===== src/source/neo_loader_pkg.sv =====
`default_nettype none

package neo_loader_pkg;

	typedef logic [7:0]  byte_t;
	typedef logic [15:0] word_t;
	typedef logic [26:0] dl_addr_t;
	typedef logic [31:0] size_t;
	typedef logic [22:0] port1_addr_t; // Bank 3 word address
	typedef logic [24:0] port2_addr_t; // Banks 0-2 word address

	// Same order as the size fields of the .NEO header
	typedef enum logic [2:0] {REG_P, REG_S, REG_M, REG_V1, REG_V2, REG_C, REG_DONE} region_e;

	typedef struct packed {
		logic     downl;
		logic     wr;
		dl_addr_t addr;
		byte_t    dout;
	} ioctl_s;

	// P ends up in the low bits, matching the little-endian shift-in
	typedef struct packed {
		size_t c;
		size_t v2;
		size_t v1;
		size_t m;
		size_t s;
		size_t p;
	} rom_sizes_s;

	typedef struct packed {
		size_t c;
		size_t v1;
		size_t v2;
		size_t p2;
	} rom_masks_s;

	typedef struct packed {
		logic        req; // Toggles once per write
		port2_addr_t addr;
		word_t       d;
	} port_req_s;

	localparam size_t HEADER_BYTES = 32'd4096;
	localparam size_t P1_BYTES     = 32'h0010_0000;
	localparam size_t FIX_BASE     = 32'h00E0_0000;
	localparam size_t MROM_BASE    = 32'h00F0_0000;

	// Address bits needed to cover value bytes
	function automatic logic [5:0] ceil_bit(input size_t value);
		logic [5:0]  msb;
		int unsigned ones;
		msb = '0;
		ones = 0;
		for (int i = 0; i < 32; i++) begin
			if (value[i]) begin
				msb = 6'(i);
				ones++;
			end
		end
		return (ones > 1) ? msb + 6'd1 : msb;
	endfunction

endpackage

`default_nettype wire


===== src/source/neo_header_parser.sv =====
`default_nettype none

module neo_header_parser #(
	parameter int PAGE_BYTES = 128
) (
	input  wire logic                        CLK_48M,
	input  wire logic                        pll_locked,
	input  wire neo_loader_pkg::ioctl_s      ioctl_i,
	output neo_loader_pkg::rom_sizes_s       sizes_o,
	output neo_loader_pkg::rom_masks_s       masks_o,
	output neo_loader_pkg::region_e          region_o,
	output logic                             page_done_o,
	output neo_loader_pkg::region_e          page_region_o
);

	import neo_loader_pkg::*;

	localparam int PAGE_W = $clog2(PAGE_BYTES);

	dl_addr_t offset; // Byte count within the current region
	dl_addr_t cur_size;
	logic     dl_wr;
	logic     in_header;
	logic     size_field;
	logic     last_header;
	logic     page_end;

	function automatic size_t region_size(input region_e r, input rom_sizes_s sz);
		case (r)
			REG_P:   return sz.p;
			REG_S:   return sz.s;
			REG_M:   return sz.m;
			REG_V1:  return sz.v1;
			REG_V2:  return sz.v2;
			REG_C:   return sz.c;
			default: return '0;
		endcase
	endfunction

	// First region at or after from that holds any data
	function automatic region_e first_region(input int unsigned from, input rom_sizes_s sz);
		region_e r;
		r = REG_DONE;
		for (int i = 5; i >= 0; i--) begin
			if (i >= from && region_size(region_e'(i), sz) != '0)
				r = region_e'(i);
		end
		return r;
	endfunction

	function automatic size_t mask_of(input size_t size);
		return (size_t'(1) << ceil_bit(size)) - size_t'(1);
	endfunction

	assign dl_wr       = ioctl_i.downl && ioctl_i.wr;
	assign in_header   = ioctl_i.addr < dl_addr_t'(HEADER_BYTES);
	assign size_field  = ioctl_i.addr >= dl_addr_t'(4) && ioctl_i.addr < dl_addr_t'(28);
	assign last_header = ioctl_i.addr == dl_addr_t'(HEADER_BYTES - 1);
	assign page_end    = &ioctl_i.addr[PAGE_W-1:0];
	assign cur_size    = dl_addr_t'(region_size(region_o, sizes_o));

	always_ff @(posedge CLK_48M or negedge pll_locked) begin
		if (!pll_locked) begin
			sizes_o       <= '0;
			masks_o       <= '0;
			region_o      <= REG_DONE;
			offset        <= '0;
			page_done_o   <= 1'b0;
			page_region_o <= REG_DONE;
		end else begin
			page_done_o <= 1'b0;

			if (ioctl_i.downl) begin
				masks_o.c  <= mask_of(sizes_o.c);
				masks_o.v1 <= mask_of(sizes_o.v1);
				masks_o.v2 <= mask_of(sizes_o.v2);
				masks_o.p2 <= (sizes_o.p > P1_BYTES) ? mask_of(sizes_o.p - P1_BYTES) : '0;
			end

			if (dl_wr && in_header) begin
				region_o <= REG_DONE;
				offset   <= '0;
				if (size_field)
					sizes_o <= rom_sizes_s'({ioctl_i.dout, sizes_o[$bits(rom_sizes_s)-1:8]});
				if (last_header)
					region_o <= first_region(0, sizes_o);
			end else if (dl_wr && region_o != REG_DONE) begin
				if (page_end) begin
					page_done_o   <= 1'b1;
					page_region_o <= region_o;
				end
				if (offset + dl_addr_t'(1) == cur_size) begin
					offset   <= '0;
					region_o <= first_region(int'(region_o) + 1, sizes_o); // Skips empty regions
				end else begin
					offset <= offset + dl_addr_t'(1);
				end
			end
		end
	end

endmodule

`default_nettype wire


===== src/source/neo_dl_fifo.sv =====
`default_nettype none

module neo_dl_fifo #(
	parameter int PAGE_BYTES = 128
) (
	input  wire logic                          CLK_48M,
	input  wire logic                          pll_locked,
	input  wire neo_loader_pkg::ioctl_s        ioctl_i,
	input  wire neo_loader_pkg::region_e       region_i,
	input  wire logic                          page_done_i,
	input  wire logic [$clog2(PAGE_BYTES)-2:0] rd_index_i,
	output neo_loader_pkg::word_t              rd_data_o
);

	import neo_loader_pkg::*;

	localparam int PAGE_W = $clog2(PAGE_BYTES);
	localparam int WORDS  = PAGE_BYTES / 2;

	// Two pages, byte lanes written separately
	byte_t [1:0] mem [2*WORDS];

	logic              page; // Page being filled
	logic [PAGE_W-1:0] wr_pos;
	logic              wr_en;

	assign wr_en = ioctl_i.downl && ioctl_i.wr && region_i != REG_DONE;

	// Tile byte order for FIX and sprite data
	always_comb begin
		wr_pos = ioctl_i.addr[PAGE_W-1:0];
		case (region_i)
			REG_S: begin
				wr_pos[6:0] = {ioctl_i.addr[6:5], ioctl_i.addr[2:0], ~ioctl_i.addr[4],
					ioctl_i.addr[3]};
			end
			REG_C: begin
				wr_pos[6:0] = {ioctl_i.addr[5:2], ~ioctl_i.addr[6], ioctl_i.addr[0],
					ioctl_i.addr[1]};
			end
			default: ;
		endcase
	end

	always_ff @(posedge CLK_48M) begin
		if (wr_en)
			mem[{page, wr_pos[PAGE_W-1:1]}][wr_pos[0]] <= ioctl_i.dout; // Lane 0 is low byte
		rd_data_o <= mem[{~page, rd_index_i}];
	end

	always_ff @(posedge CLK_48M or negedge pll_locked) begin
		if (!pll_locked)
			page <= 1'b0;
		else if (page_done_i)
			page <= ~page;
	end

endmodule

`default_nettype wire


===== src/source/neo_sdram_writer.sv =====
`default_nettype none

module neo_sdram_writer #(
	parameter int PAGE_BYTES = 128
) (
	input  wire logic                          CLK_48M,
	input  wire logic                          pll_locked,
	input  wire logic                          page_done_i,
	input  wire neo_loader_pkg::region_e       page_region_i,
	input  wire neo_loader_pkg::rom_sizes_s    sizes_i,
	output logic [$clog2(PAGE_BYTES)-2:0]      rd_index_o,
	input  wire neo_loader_pkg::word_t         rd_data_i,
	output neo_loader_pkg::port_req_s          port1_o,
	input  wire logic                          port1_ack_i,
	output neo_loader_pkg::port_req_s          port2_o,
	input  wire logic                          port2_ack_i,
	output logic                               busy_o
);

	import neo_loader_pkg::*;

	typedef enum logic [1:0] {ST_IDLE, ST_REQ, ST_WAIT} state_e;

	state_e      state;
	region_e     cur_region; // Region of the page being sent
	size_t       word_off;
	logic        req1;
	logic        req2;
	size_t       base;
	size_t       byte_addr;
	port1_addr_t p1_addr;
	port2_addr_t p2_addr;
	logic        on_port1;
	logic        ack_ok;

	// Bank 3 holds P, S, M; banks 0-2 hold C then V1 then V2
	always_comb begin
		case (cur_region)
			REG_S:   base = FIX_BASE;
			REG_M:   base = MROM_BASE;
			REG_V1:  base = sizes_i.c;
			REG_V2:  base = sizes_i.c + sizes_i.v1;
			default: base = '0;
		endcase
		byte_addr = base + {word_off[30:0], 1'b0};
	end

	assign p1_addr  = byte_addr[23:1];
	assign p2_addr  = byte_addr[25:1];
	assign on_port1 = cur_region inside {REG_P, REG_S, REG_M};
	assign ack_ok   = on_port1 ? (req1 == port1_ack_i) : (req2 == port2_ack_i);
	assign busy_o   = state != ST_IDLE;

	// Data comes straight from the FIFO read register, index held until ack
	assign port1_o = '{req: req1, addr: {2'b00, p1_addr}, d: rd_data_i};
	assign port2_o = '{req: req2, addr: p2_addr, d: rd_data_i};

	always_ff @(posedge CLK_48M or negedge pll_locked) begin
		if (!pll_locked) begin
			state      <= ST_IDLE;
			cur_region <= REG_DONE;
			word_off   <= '0;
			rd_index_o <= '0;
			req1       <= 1'b0;
			req2       <= 1'b0;
		end else begin
			case (state)
				ST_IDLE: begin
					if (page_done_i) begin
						if (page_region_i != cur_region)
							word_off <= '0; // New region starts at its base
						cur_region <= page_region_i;
						rd_index_o <= '0;
						state      <= ST_REQ;
					end
				end
				ST_REQ: begin
					if (on_port1)
						req1 <= ~req1;
					else
						req2 <= ~req2;
					state <= ST_WAIT;
				end
				ST_WAIT: begin
					if (ack_ok) begin
						word_off   <= word_off + size_t'(1);
						rd_index_o <= rd_index_o + 1'b1;
						state      <= (&rd_index_o) ? ST_IDLE : ST_REQ; // Last word of page
					end
				end
				default: state <= ST_IDLE;
			endcase
		end
	end

endmodule

`default_nettype wire


===== src/source/neo_cart_loader.sv =====
`default_nettype none

module neo_cart_loader #(
	parameter int PAGE_BYTES = 128
) (
	input  wire logic                     CLK_48M,
	input  wire logic                     pll_locked,
	input  wire neo_loader_pkg::ioctl_s   ioctl_i,
	output neo_loader_pkg::port_req_s     port1_o,
	input  wire logic                     port1_ack_i,
	output neo_loader_pkg::port_req_s     port2_o,
	input  wire logic                     port2_ack_i,
	output neo_loader_pkg::rom_masks_s    masks_o,
	output logic                          busy_o
);

	import neo_loader_pkg::*;

	localparam int IDX_W = $clog2(PAGE_BYTES) - 1;

	rom_sizes_s       sizes;
	region_e          region;
	region_e          page_region;
	logic             page_done;
	logic [IDX_W-1:0] rd_index;
	word_t            rd_data;

	neo_header_parser #(.PAGE_BYTES(PAGE_BYTES)) u_parser (
		.CLK_48M       (CLK_48M),
		.pll_locked    (pll_locked),
		.ioctl_i       (ioctl_i),
		.sizes_o       (sizes),
		.masks_o       (masks_o),
		.region_o      (region),
		.page_done_o   (page_done),
		.page_region_o (page_region)
	);

	neo_dl_fifo #(.PAGE_BYTES(PAGE_BYTES)) u_fifo (
		.CLK_48M     (CLK_48M),
		.pll_locked  (pll_locked),
		.ioctl_i     (ioctl_i),
		.region_i    (region),
		.page_done_i (page_done),
		.rd_index_i  (rd_index),
		.rd_data_o   (rd_data)
	);

	neo_sdram_writer #(.PAGE_BYTES(PAGE_BYTES)) u_writer (
		.CLK_48M       (CLK_48M),
		.pll_locked    (pll_locked),
		.page_done_i   (page_done),
		.page_region_i (page_region),
		.sizes_i       (sizes),
		.rd_index_o    (rd_index),
		.rd_data_i     (rd_data),
		.port1_o       (port1_o),
		.port1_ack_i   (port1_ack_i),
		.port2_o       (port2_o),
		.port2_ack_i   (port2_ack_i),
		.busy_o        (busy_o)
	);

endmodule

`default_nettype wire


===== config.mk =====
export PLATFORM = sky130hd
export DESIGN_NAME = neo_cart_loader
export DESIGN_NICKNAME = d
export VERILOG_FILES = /design/src/source/neo_loader_pkg.sv /design/src/source/neo_header_parser.sv /design/src/source/neo_dl_fifo.sv /design/src/source/neo_sdram_writer.sv /design/src/source/neo_cart_loader.sv
export SDC_FILE = /design/constraint.sdc
export NUM_CORES = 2
export LEC_CHECK = 0
export BUFFER_PORTS_ARGS = -buffer_cell sky130_fd_sc_hd__buf_4
export CORE_MARGIN = 3
export CORE_UTILIZATION = 60
export DETAILED_ROUTE_END_ITERATION = 6
export PLACE_DENSITY_LB_ADDON = 0.3
export SYNTH_ARGS = -nofsm -noshare
export SYNTH_HDL_FRONTEND = slang
export SYNTH_HIERARCHICAL = 1
export SYNTH_SLANG_ARGS = --single-unit

===== constraint.sdc =====
create_clock -name CLK_48M -period 24.9 [get_ports CLK_48M]
set_input_delay 4.98 -clock CLK_48M [delete_from_list [all_inputs] [get_ports CLK_48M]]
set_output_delay 4.98 -clock CLK_48M [all_outputs]
set_load 0.01 [all_outputs]

=== After elaboration in Yosys (flattened, before gate mapping) ===
Memory sizes are Yosys's and may differ from the RTL's. A register that Yosys moved wholly into a read port is not among the register bits.
Cells that the tools add are included.

* Output and inout port bits: 213
* Memory bits (writable): 2048
* Bits in registers: 400
* Logic and storage cells: 710
* Memories kept: 1
* Bits of input ports: 41

* Bitwise operators: 7
* Eq/ne operators: 20
* Reductions and logical operators: 42
* Magnitude comparators: 16
* Muxes and demuxes: 460
* Shift operators: 4
* $add $sub $neg: 139

{| class="wikitable"
|+ Memories
! name !! words !! width !! read ports !! clocked after memory_dff !! wr ports !! line !! RTL
|-
| u_fifo.mem || 128 || 16 || 1 || 1 || 1 || neo_dl_fifo.sv:21 || <nowiki>byte_t [1:0] mem [2*WORDS];</nowiki>
|}

{| class="wikitable"
|+ Operator list
! cell !! count
|-
| $mux 32 || 286
|-
| $add 32x1->32 const B || 125
|-
| $reduce_bool 32->1 || 12
|-
| $mux 5 || 64
|-
| $pmux 27 s6 || 1
|-
| $gt 32x1->1 const B || 4
|-
| $mux 4 || 32
|-
| $shl 1x6->32 const A || 4
|-
| $sub 32x1->32 const B || 4
|-
| $pmux 26 s4 || 1
|-
| $mux 3 || 28
|-
| $mux 27 || 3
|-
| $ge 1x32->1 const A || 2
|-
| $ge 2x32->1 const A || 2
|-
| $ge 3x32->1 const A || 2
|-
| $pmux 32 s2 || 1
|-
| $mux 6 || 10
|-
| $add 26x26->26 || 2
|-
| $gt 32x21->1 const B || 1
|-
| $sub 32x21->32 const B || 1
|-
| $add 6x1->6 const B || 5
|-
| $mux 2 || 14
|-
| $add 27x1->27 const B || 1
|-
| $eq 27x12->1 const B || 1
|-
| other kinds (36) || 82
|}

=== Longest topological paths before layout ===
* Depth after elaboration: 101
* Gate-level depth with buffers: 120

=== Hierarchy ===
Netlist, hierarchy kept.

{| class="wikitable"
|+ Modules (own cells, without submodules)
! module !! seq. area each (sq um) !! times used !! cells an instance !! area each (sq um)
|-
| neo_dl_fifo || 61844.3 || 1 || 3315 || 80143.1
|-
| neo_header_parser || 8863.5 || 1 || 5423 || 43123.9
|-
| neo_sdram_writer || 953.4 || 1 || 596 || 4779.6
|}

=== Worst setup path before layout ===
Ideal clock, no wire load.

* Path kind: reg-to-reg
* From: register u_parser/sizes_o[128] (netlist bit)
* To: register, netlist name u_parser/masks_o[58]
* Stages on the path, launching flop included: 111
* Arrival: 20.686 ns
* Clock period less this slack: 20.823 ns
* Required time: 24.763 ns
* Setup slack: 4.077 ns
* Setup time: 0.137 ns
* Path through: dfrtp_1 ha_1 nor2b_1 or2_2 ha_1 nand2b_1 o21ai_0 inv_1 ha_1 nand2_1 o21ai_0 ha_1 nand2_1 o21a_1 nand2_1 ha_1 mux2_2 ha_1 (+75 left out) inv_1 o21ai_0 nand3_1 a311oi_1 o211ai_4 nor2_4 mux2_2 nand3_1 ha_1 inv_1 a41oi_1 o21a_1 and4_1 nand2_2 or2_1 nor2_1 xor2_1 a21oi_1

* Cells in the longest elaborated chain, start to end: 99

{| class="wikitable"
|+ Ends and longest elaborated chain
! what !! line !! RTL
|-
| from (decl) || neo_header_parser.sv:9 || <nowiki>output neo_loader_pkg::rom_sizes_s sizes_o,</nowiki>
|-
| from (signal assigned) || neo_header_parser.sv:84 || <nowiki>sizes_o <= rom_sizes_s'({ioctl_i.dout, sizes_o[$bits(rom_sizes_s)-1:8]});</nowiki>
|-
| $mux 1 * || neo_loader_pkg.sv:57 || <nowiki>if (value[i]) begin</nowiki>
|-
| $mux 32 * || neo_header_parser.sv:73 || <nowiki>if (ioctl_i.downl) begin</nowiki>
|-
| $add 32x1->32 || neo_loader_pkg.sv:59 || <nowiki>ones++;</nowiki>
|-
| $mux 32 * || neo_loader_pkg.sv:57 ||
|-
| $mux 32 * || neo_header_parser.sv:73 ||
|-
| $add 32x1->32 || neo_loader_pkg.sv:59 ||
|-
| $mux 32 * || neo_loader_pkg.sv:57 ||
|-
| $mux 32 * || neo_header_parser.sv:73 ||
|-
| (+83 left out) || - ||
|-
| $mux 32 * || neo_header_parser.sv:73 ||
|-
| $add 32x1->32 || neo_loader_pkg.sv:59 ||
|-
| $mux 32 * || neo_loader_pkg.sv:57 ||
|-
| $mux 32 * || neo_header_parser.sv:73 ||
|-
| $gt 32x1->1 * || neo_loader_pkg.sv:62 || <nowiki>return (ones > 1) ? msb + 6'd1 : msb;</nowiki>
|-
| $mux 6 * || neo_loader_pkg.sv:62 ||
|-
| $shl 1x6->32 * || neo_header_parser.sv:52 || <nowiki>return (size_t'(1) << ceil_bit(size)) - size_t'(1);</nowiki>
|-
| $sub 32x1->32 * || neo_header_parser.sv:52 ||
|}

Mark *: on every way between the ends. The rest lies on a longest branch, timed or not. The select of a mux whose other input is x is not followed.
A chain may end at the register's enable or synchronous reset.

=== Worst setup path in the final report ===
* From: register u_parser/sizes_o[128] (netlist bit)
* To: register, netlist name u_parser/masks_o[58]

* Cells in the longest elaborated chain, start to end: 99

{| class="wikitable"
|+ Ends and longest elaborated chain
! what !! line
|-
| $mux 1 * || neo_loader_pkg.sv:57
|-
| $mux 32 * || neo_header_parser.sv:73
|-
| $add 32x1->32 || neo_loader_pkg.sv:59
|-
| $mux 32 * || neo_loader_pkg.sv:57
|-
| $mux 32 * || neo_header_parser.sv:73
|-
| $add 32x1->32 || neo_loader_pkg.sv:59
|-
| $mux 32 * || neo_loader_pkg.sv:57
|-
| $mux 32 * || neo_header_parser.sv:73
|-
| (+83 left out) || -
|-
| $mux 32 * || neo_header_parser.sv:73
|-
| $add 32x1->32 || neo_loader_pkg.sv:59
|-
| $mux 32 * || neo_loader_pkg.sv:57
|-
| $mux 32 * || neo_header_parser.sv:73
|-
| $gt 32x1->1 * || neo_loader_pkg.sv:62
|-
| $mux 6 * || neo_loader_pkg.sv:62
|-
| $shl 1x6->32 * || neo_header_parser.sv:52
|-
| $sub 32x1->32 * || neo_header_parser.sv:52
|}

Marked as above.

==> run metrics <==
Num CTS Buffers about 240; initial core utilization around three fifths; Syn-to-layout area delta 10.67%; relative slew slack 12.73%; Switching Power 2.902 mW; final setup fails 0; initial antenna violation count 19; unrepaired setup endpoints after global routing no; largest net degree at the start of global routing 150; Clock Pin Slew Worst Setup and Hold Paths 60 ps; core area between 0.2 and 0.25 mm2; Critical Path End u_parser/masks_o[58]; overall global routing resource usage between 30 and 40%; WP data arrival ~24000 ps; peak supply drop between 0.08 and 0.09 mV; critical path's top delay family adder cells; Final ANT Viol Nets 0; wire length of the first global-routing pass 545.1 mm; layout cell share with drive strength beyond 1 21.77%; area leader, netlist edfxtp_1; number of enable flip-flop cells after synthesis slightly above 2k; H-tree levels 4; ys flop type edfxtp_1; status complete, no violations; switching share of power 27.60%; Buffers on Ports 251; Setup crit start u_parser/sizes_o[128]; die area 0.2190 mm2; Setup Skew 109.2 ps; synth top area cells edfxtp_1 (48%), mux4_2 (12%), dfrtp_1 (7.6%); critical path peak fanout 12; Final Hold Vio Count 0; sequential area share after synthesis between 50% and 60%; CP endpoint kind flip-flop; drt wl/cell roughly 29 um; vias in the first global route between 80k and 90k; Sink Count 2457; CTS Hold Bufs 0; min cycle time layout roughly 23000 ps; via count 86.39k; hold crit path type flip-flop to flip-flop; Synth Warn # 6; Yosys top cell area share 48.03%; worst-margin pin slew 1309 ps; Root Buffer clkbuf_16; FF-to-FF setup slack 1460 ps; Comb pwr share about 22%; R2R cell count 108; Filler Cells Inserted ~14k; hold path start u_parser/masks_o[51]; gp weighted congestion between 0.9 and 1; FMAX approximately 43 MHz; crit path buf inv count 4; total congestion overflow 0; Worst Setup Start Kind flip-flop; Flop pwr share ~43%; Iteration-0 DRC Markers 10.66k; CTS tree done; DRC 0; Reg-to-Reg End u_parser/masks_o[58]; FF+latch count, synth about 2.5k; Lkg Pwr 48.93 nW; max_cap viols 0; DIE WIDTH between 400 and 500 um; setup tns final 0 ps; cells after synthesis 9334; Slowest Stage Delay on Critical Path about 460 ps; clk_lat worst skew about 930 ps; power per cell area approximately 74 mW/mm2; Worst path depth around 110; critical path's most frequent cell ha_1; clk buf depth 3; fin crit share 94.13%; detailed-route wire length roughly 360 mm; Crit Reg-Reg Startpoint u_parser/sizes_o[128]; critical path type flip-flop to flip-flop; Overall Power ~11 mW; IO Pins ~250; Detailed Routing Iterations Pass 1 6; Post-Syn Area 0.1280 mm2; Critical-path top delay cell dfrtp_1; CP Data Required Time between 20000 and 30000 ps; vias per cell roughly 6.9; max-slew violation count 0; library cells used by synthesis 150; Int Power ~7.6 mW; asr flop ratio synth 16.00%; Core Rows 168; placed wire-length estimate ~220 mm; Clock Power Share about a third; Die Ht 468.0 um; mean post-synth cell area between 10 and 15 um2; nets@finish 9809
cells in the mapped netlist (all sizes together) (71+ instances only):
master / count
nand2: 683
xor2: 219
nor2: 541
nor4: 333
nand4: 77
o21ai: 392
mux2i: 101
clkbuf: 403
edfxtp: 2048
inv: 225
nand3: 217
nand2b: 92
nor3: 143
and3: 82
and2: 71
ha: 198
buf: 196
dfrtp: 387
nor2b: 78
mux2: 220
xnor2: 452
a21oi: 338
mux4: 672
a31oi: 77
layout make-up:
cell class	count	area [um2]	share of cell area, %
Antenna cell	17	42.54	0.03002
Clock buffer	295	6240	4.403
Clock inverter	154	1692	1.194
Inverter	229	864.6	0.6101
Multi-Input combinational cell	6050	53110	37.48
Sequential cell	2457	71680	50.58
Tap cell	2805	3510	2.477
Timing Repair Buffer	593	4572	3.226
cell usage in the layout, fill, tap and decap left out, drive strengths merged, types with 143 or more instances in the layout:
master,n
buf,585
nor3,143
o21ai,392
edfxtp,2048
xor2,219
nand2,683
ha,198
mux2,220
mux4,672
nand3,217
inv,237
nor2,541
a21oi,338
nor4,333
dfrtp,387
clkbuf,303
xnor2,452
through the flow:
step | utilization (%) | cell area (um2) | std cells | setup slack, ps | hold slack, ps
floorplan | - | 128100 | 9335 | 4077 | 461.1
global placement | 63.43 | 133700 | 12130 | 2124 | 474.0
detailed placement | 63.43 | 133700 | 12130 | 1509 | 475.9
CTS | 67.19 | 141700 | 12580 | 1436 | 492.9
global route | 67.21 | 141700 | 12600 | 8.898 | 499.8
finish | 67.21 | 141700 | 12600 | 1461 | 494.9
worst min path at each step:
stage,endpoint,slack [ps],depth (start not counted)
global placement,u_parser/masks_o[77],470,1
CTS,u_parser/masks_o[51],490,1
global route,u_parser/masks_o[77],500,1
floorplan,u_fifo/page,460,1
finish,u_parser/masks_o[51],490,1
detailed placement,u_parser/masks_o[51],480,1
registers in the layout, summed over array words and instances (netlist names), 2 cells and up:
signal	count
u_fifo/mem	2048
u_fifo/rd_data_o	16
u_parser/masks_o	128
u_parser/offset	27
u_parser/page_region_o	3
u_parser/region_o	3
u_parser/sizes_o	192
u_writer/cur_region	3
u_writer/rd_index_o	6
u_writer/state	2
u_writer/word_off	25
repair_timing:
item,CTS,global route
hold endpoints to repair,0,0
setup buffers,0,0
setup endpoints to repair,0,14
resized for setup,0,4
kinds of logic after synthesis:
group | count (synthesis) | synth area share [%]
other cells | 1 | 0.002929
flops | 2457 | 55.96
mux | 993 | 14.58
fa+ha+maj | 205 | 2.005
compound gates | 1521 | 8.071
xor+xnor | 751 | 6.443
buf+inv | 828 | 2.737
simple gates | 2578 | 10.20
per-layer routing:
metal	up-vias	GRT usage [%]	part of all wire, %
met2	5153	54.45	50
met4	12	14.34	5.0
met5	-	0	0.034
li1	36840	-	-
met3	991	4.972	8.7
met1	43390	43.46	37
power by group through the flow:
stage               clock network [mW]  registers (mW)  logic [mW]
floorplan                            0            4.60        1.54
global placement                     0            4.65        2.15
detailed placement                   0            4.65        2.20
CTS                               3.71            4.57        2.26
global route                      3.86            4.58        2.34
finish                            3.68            4.57        2.27
Power figures use the tool's default switching activity.
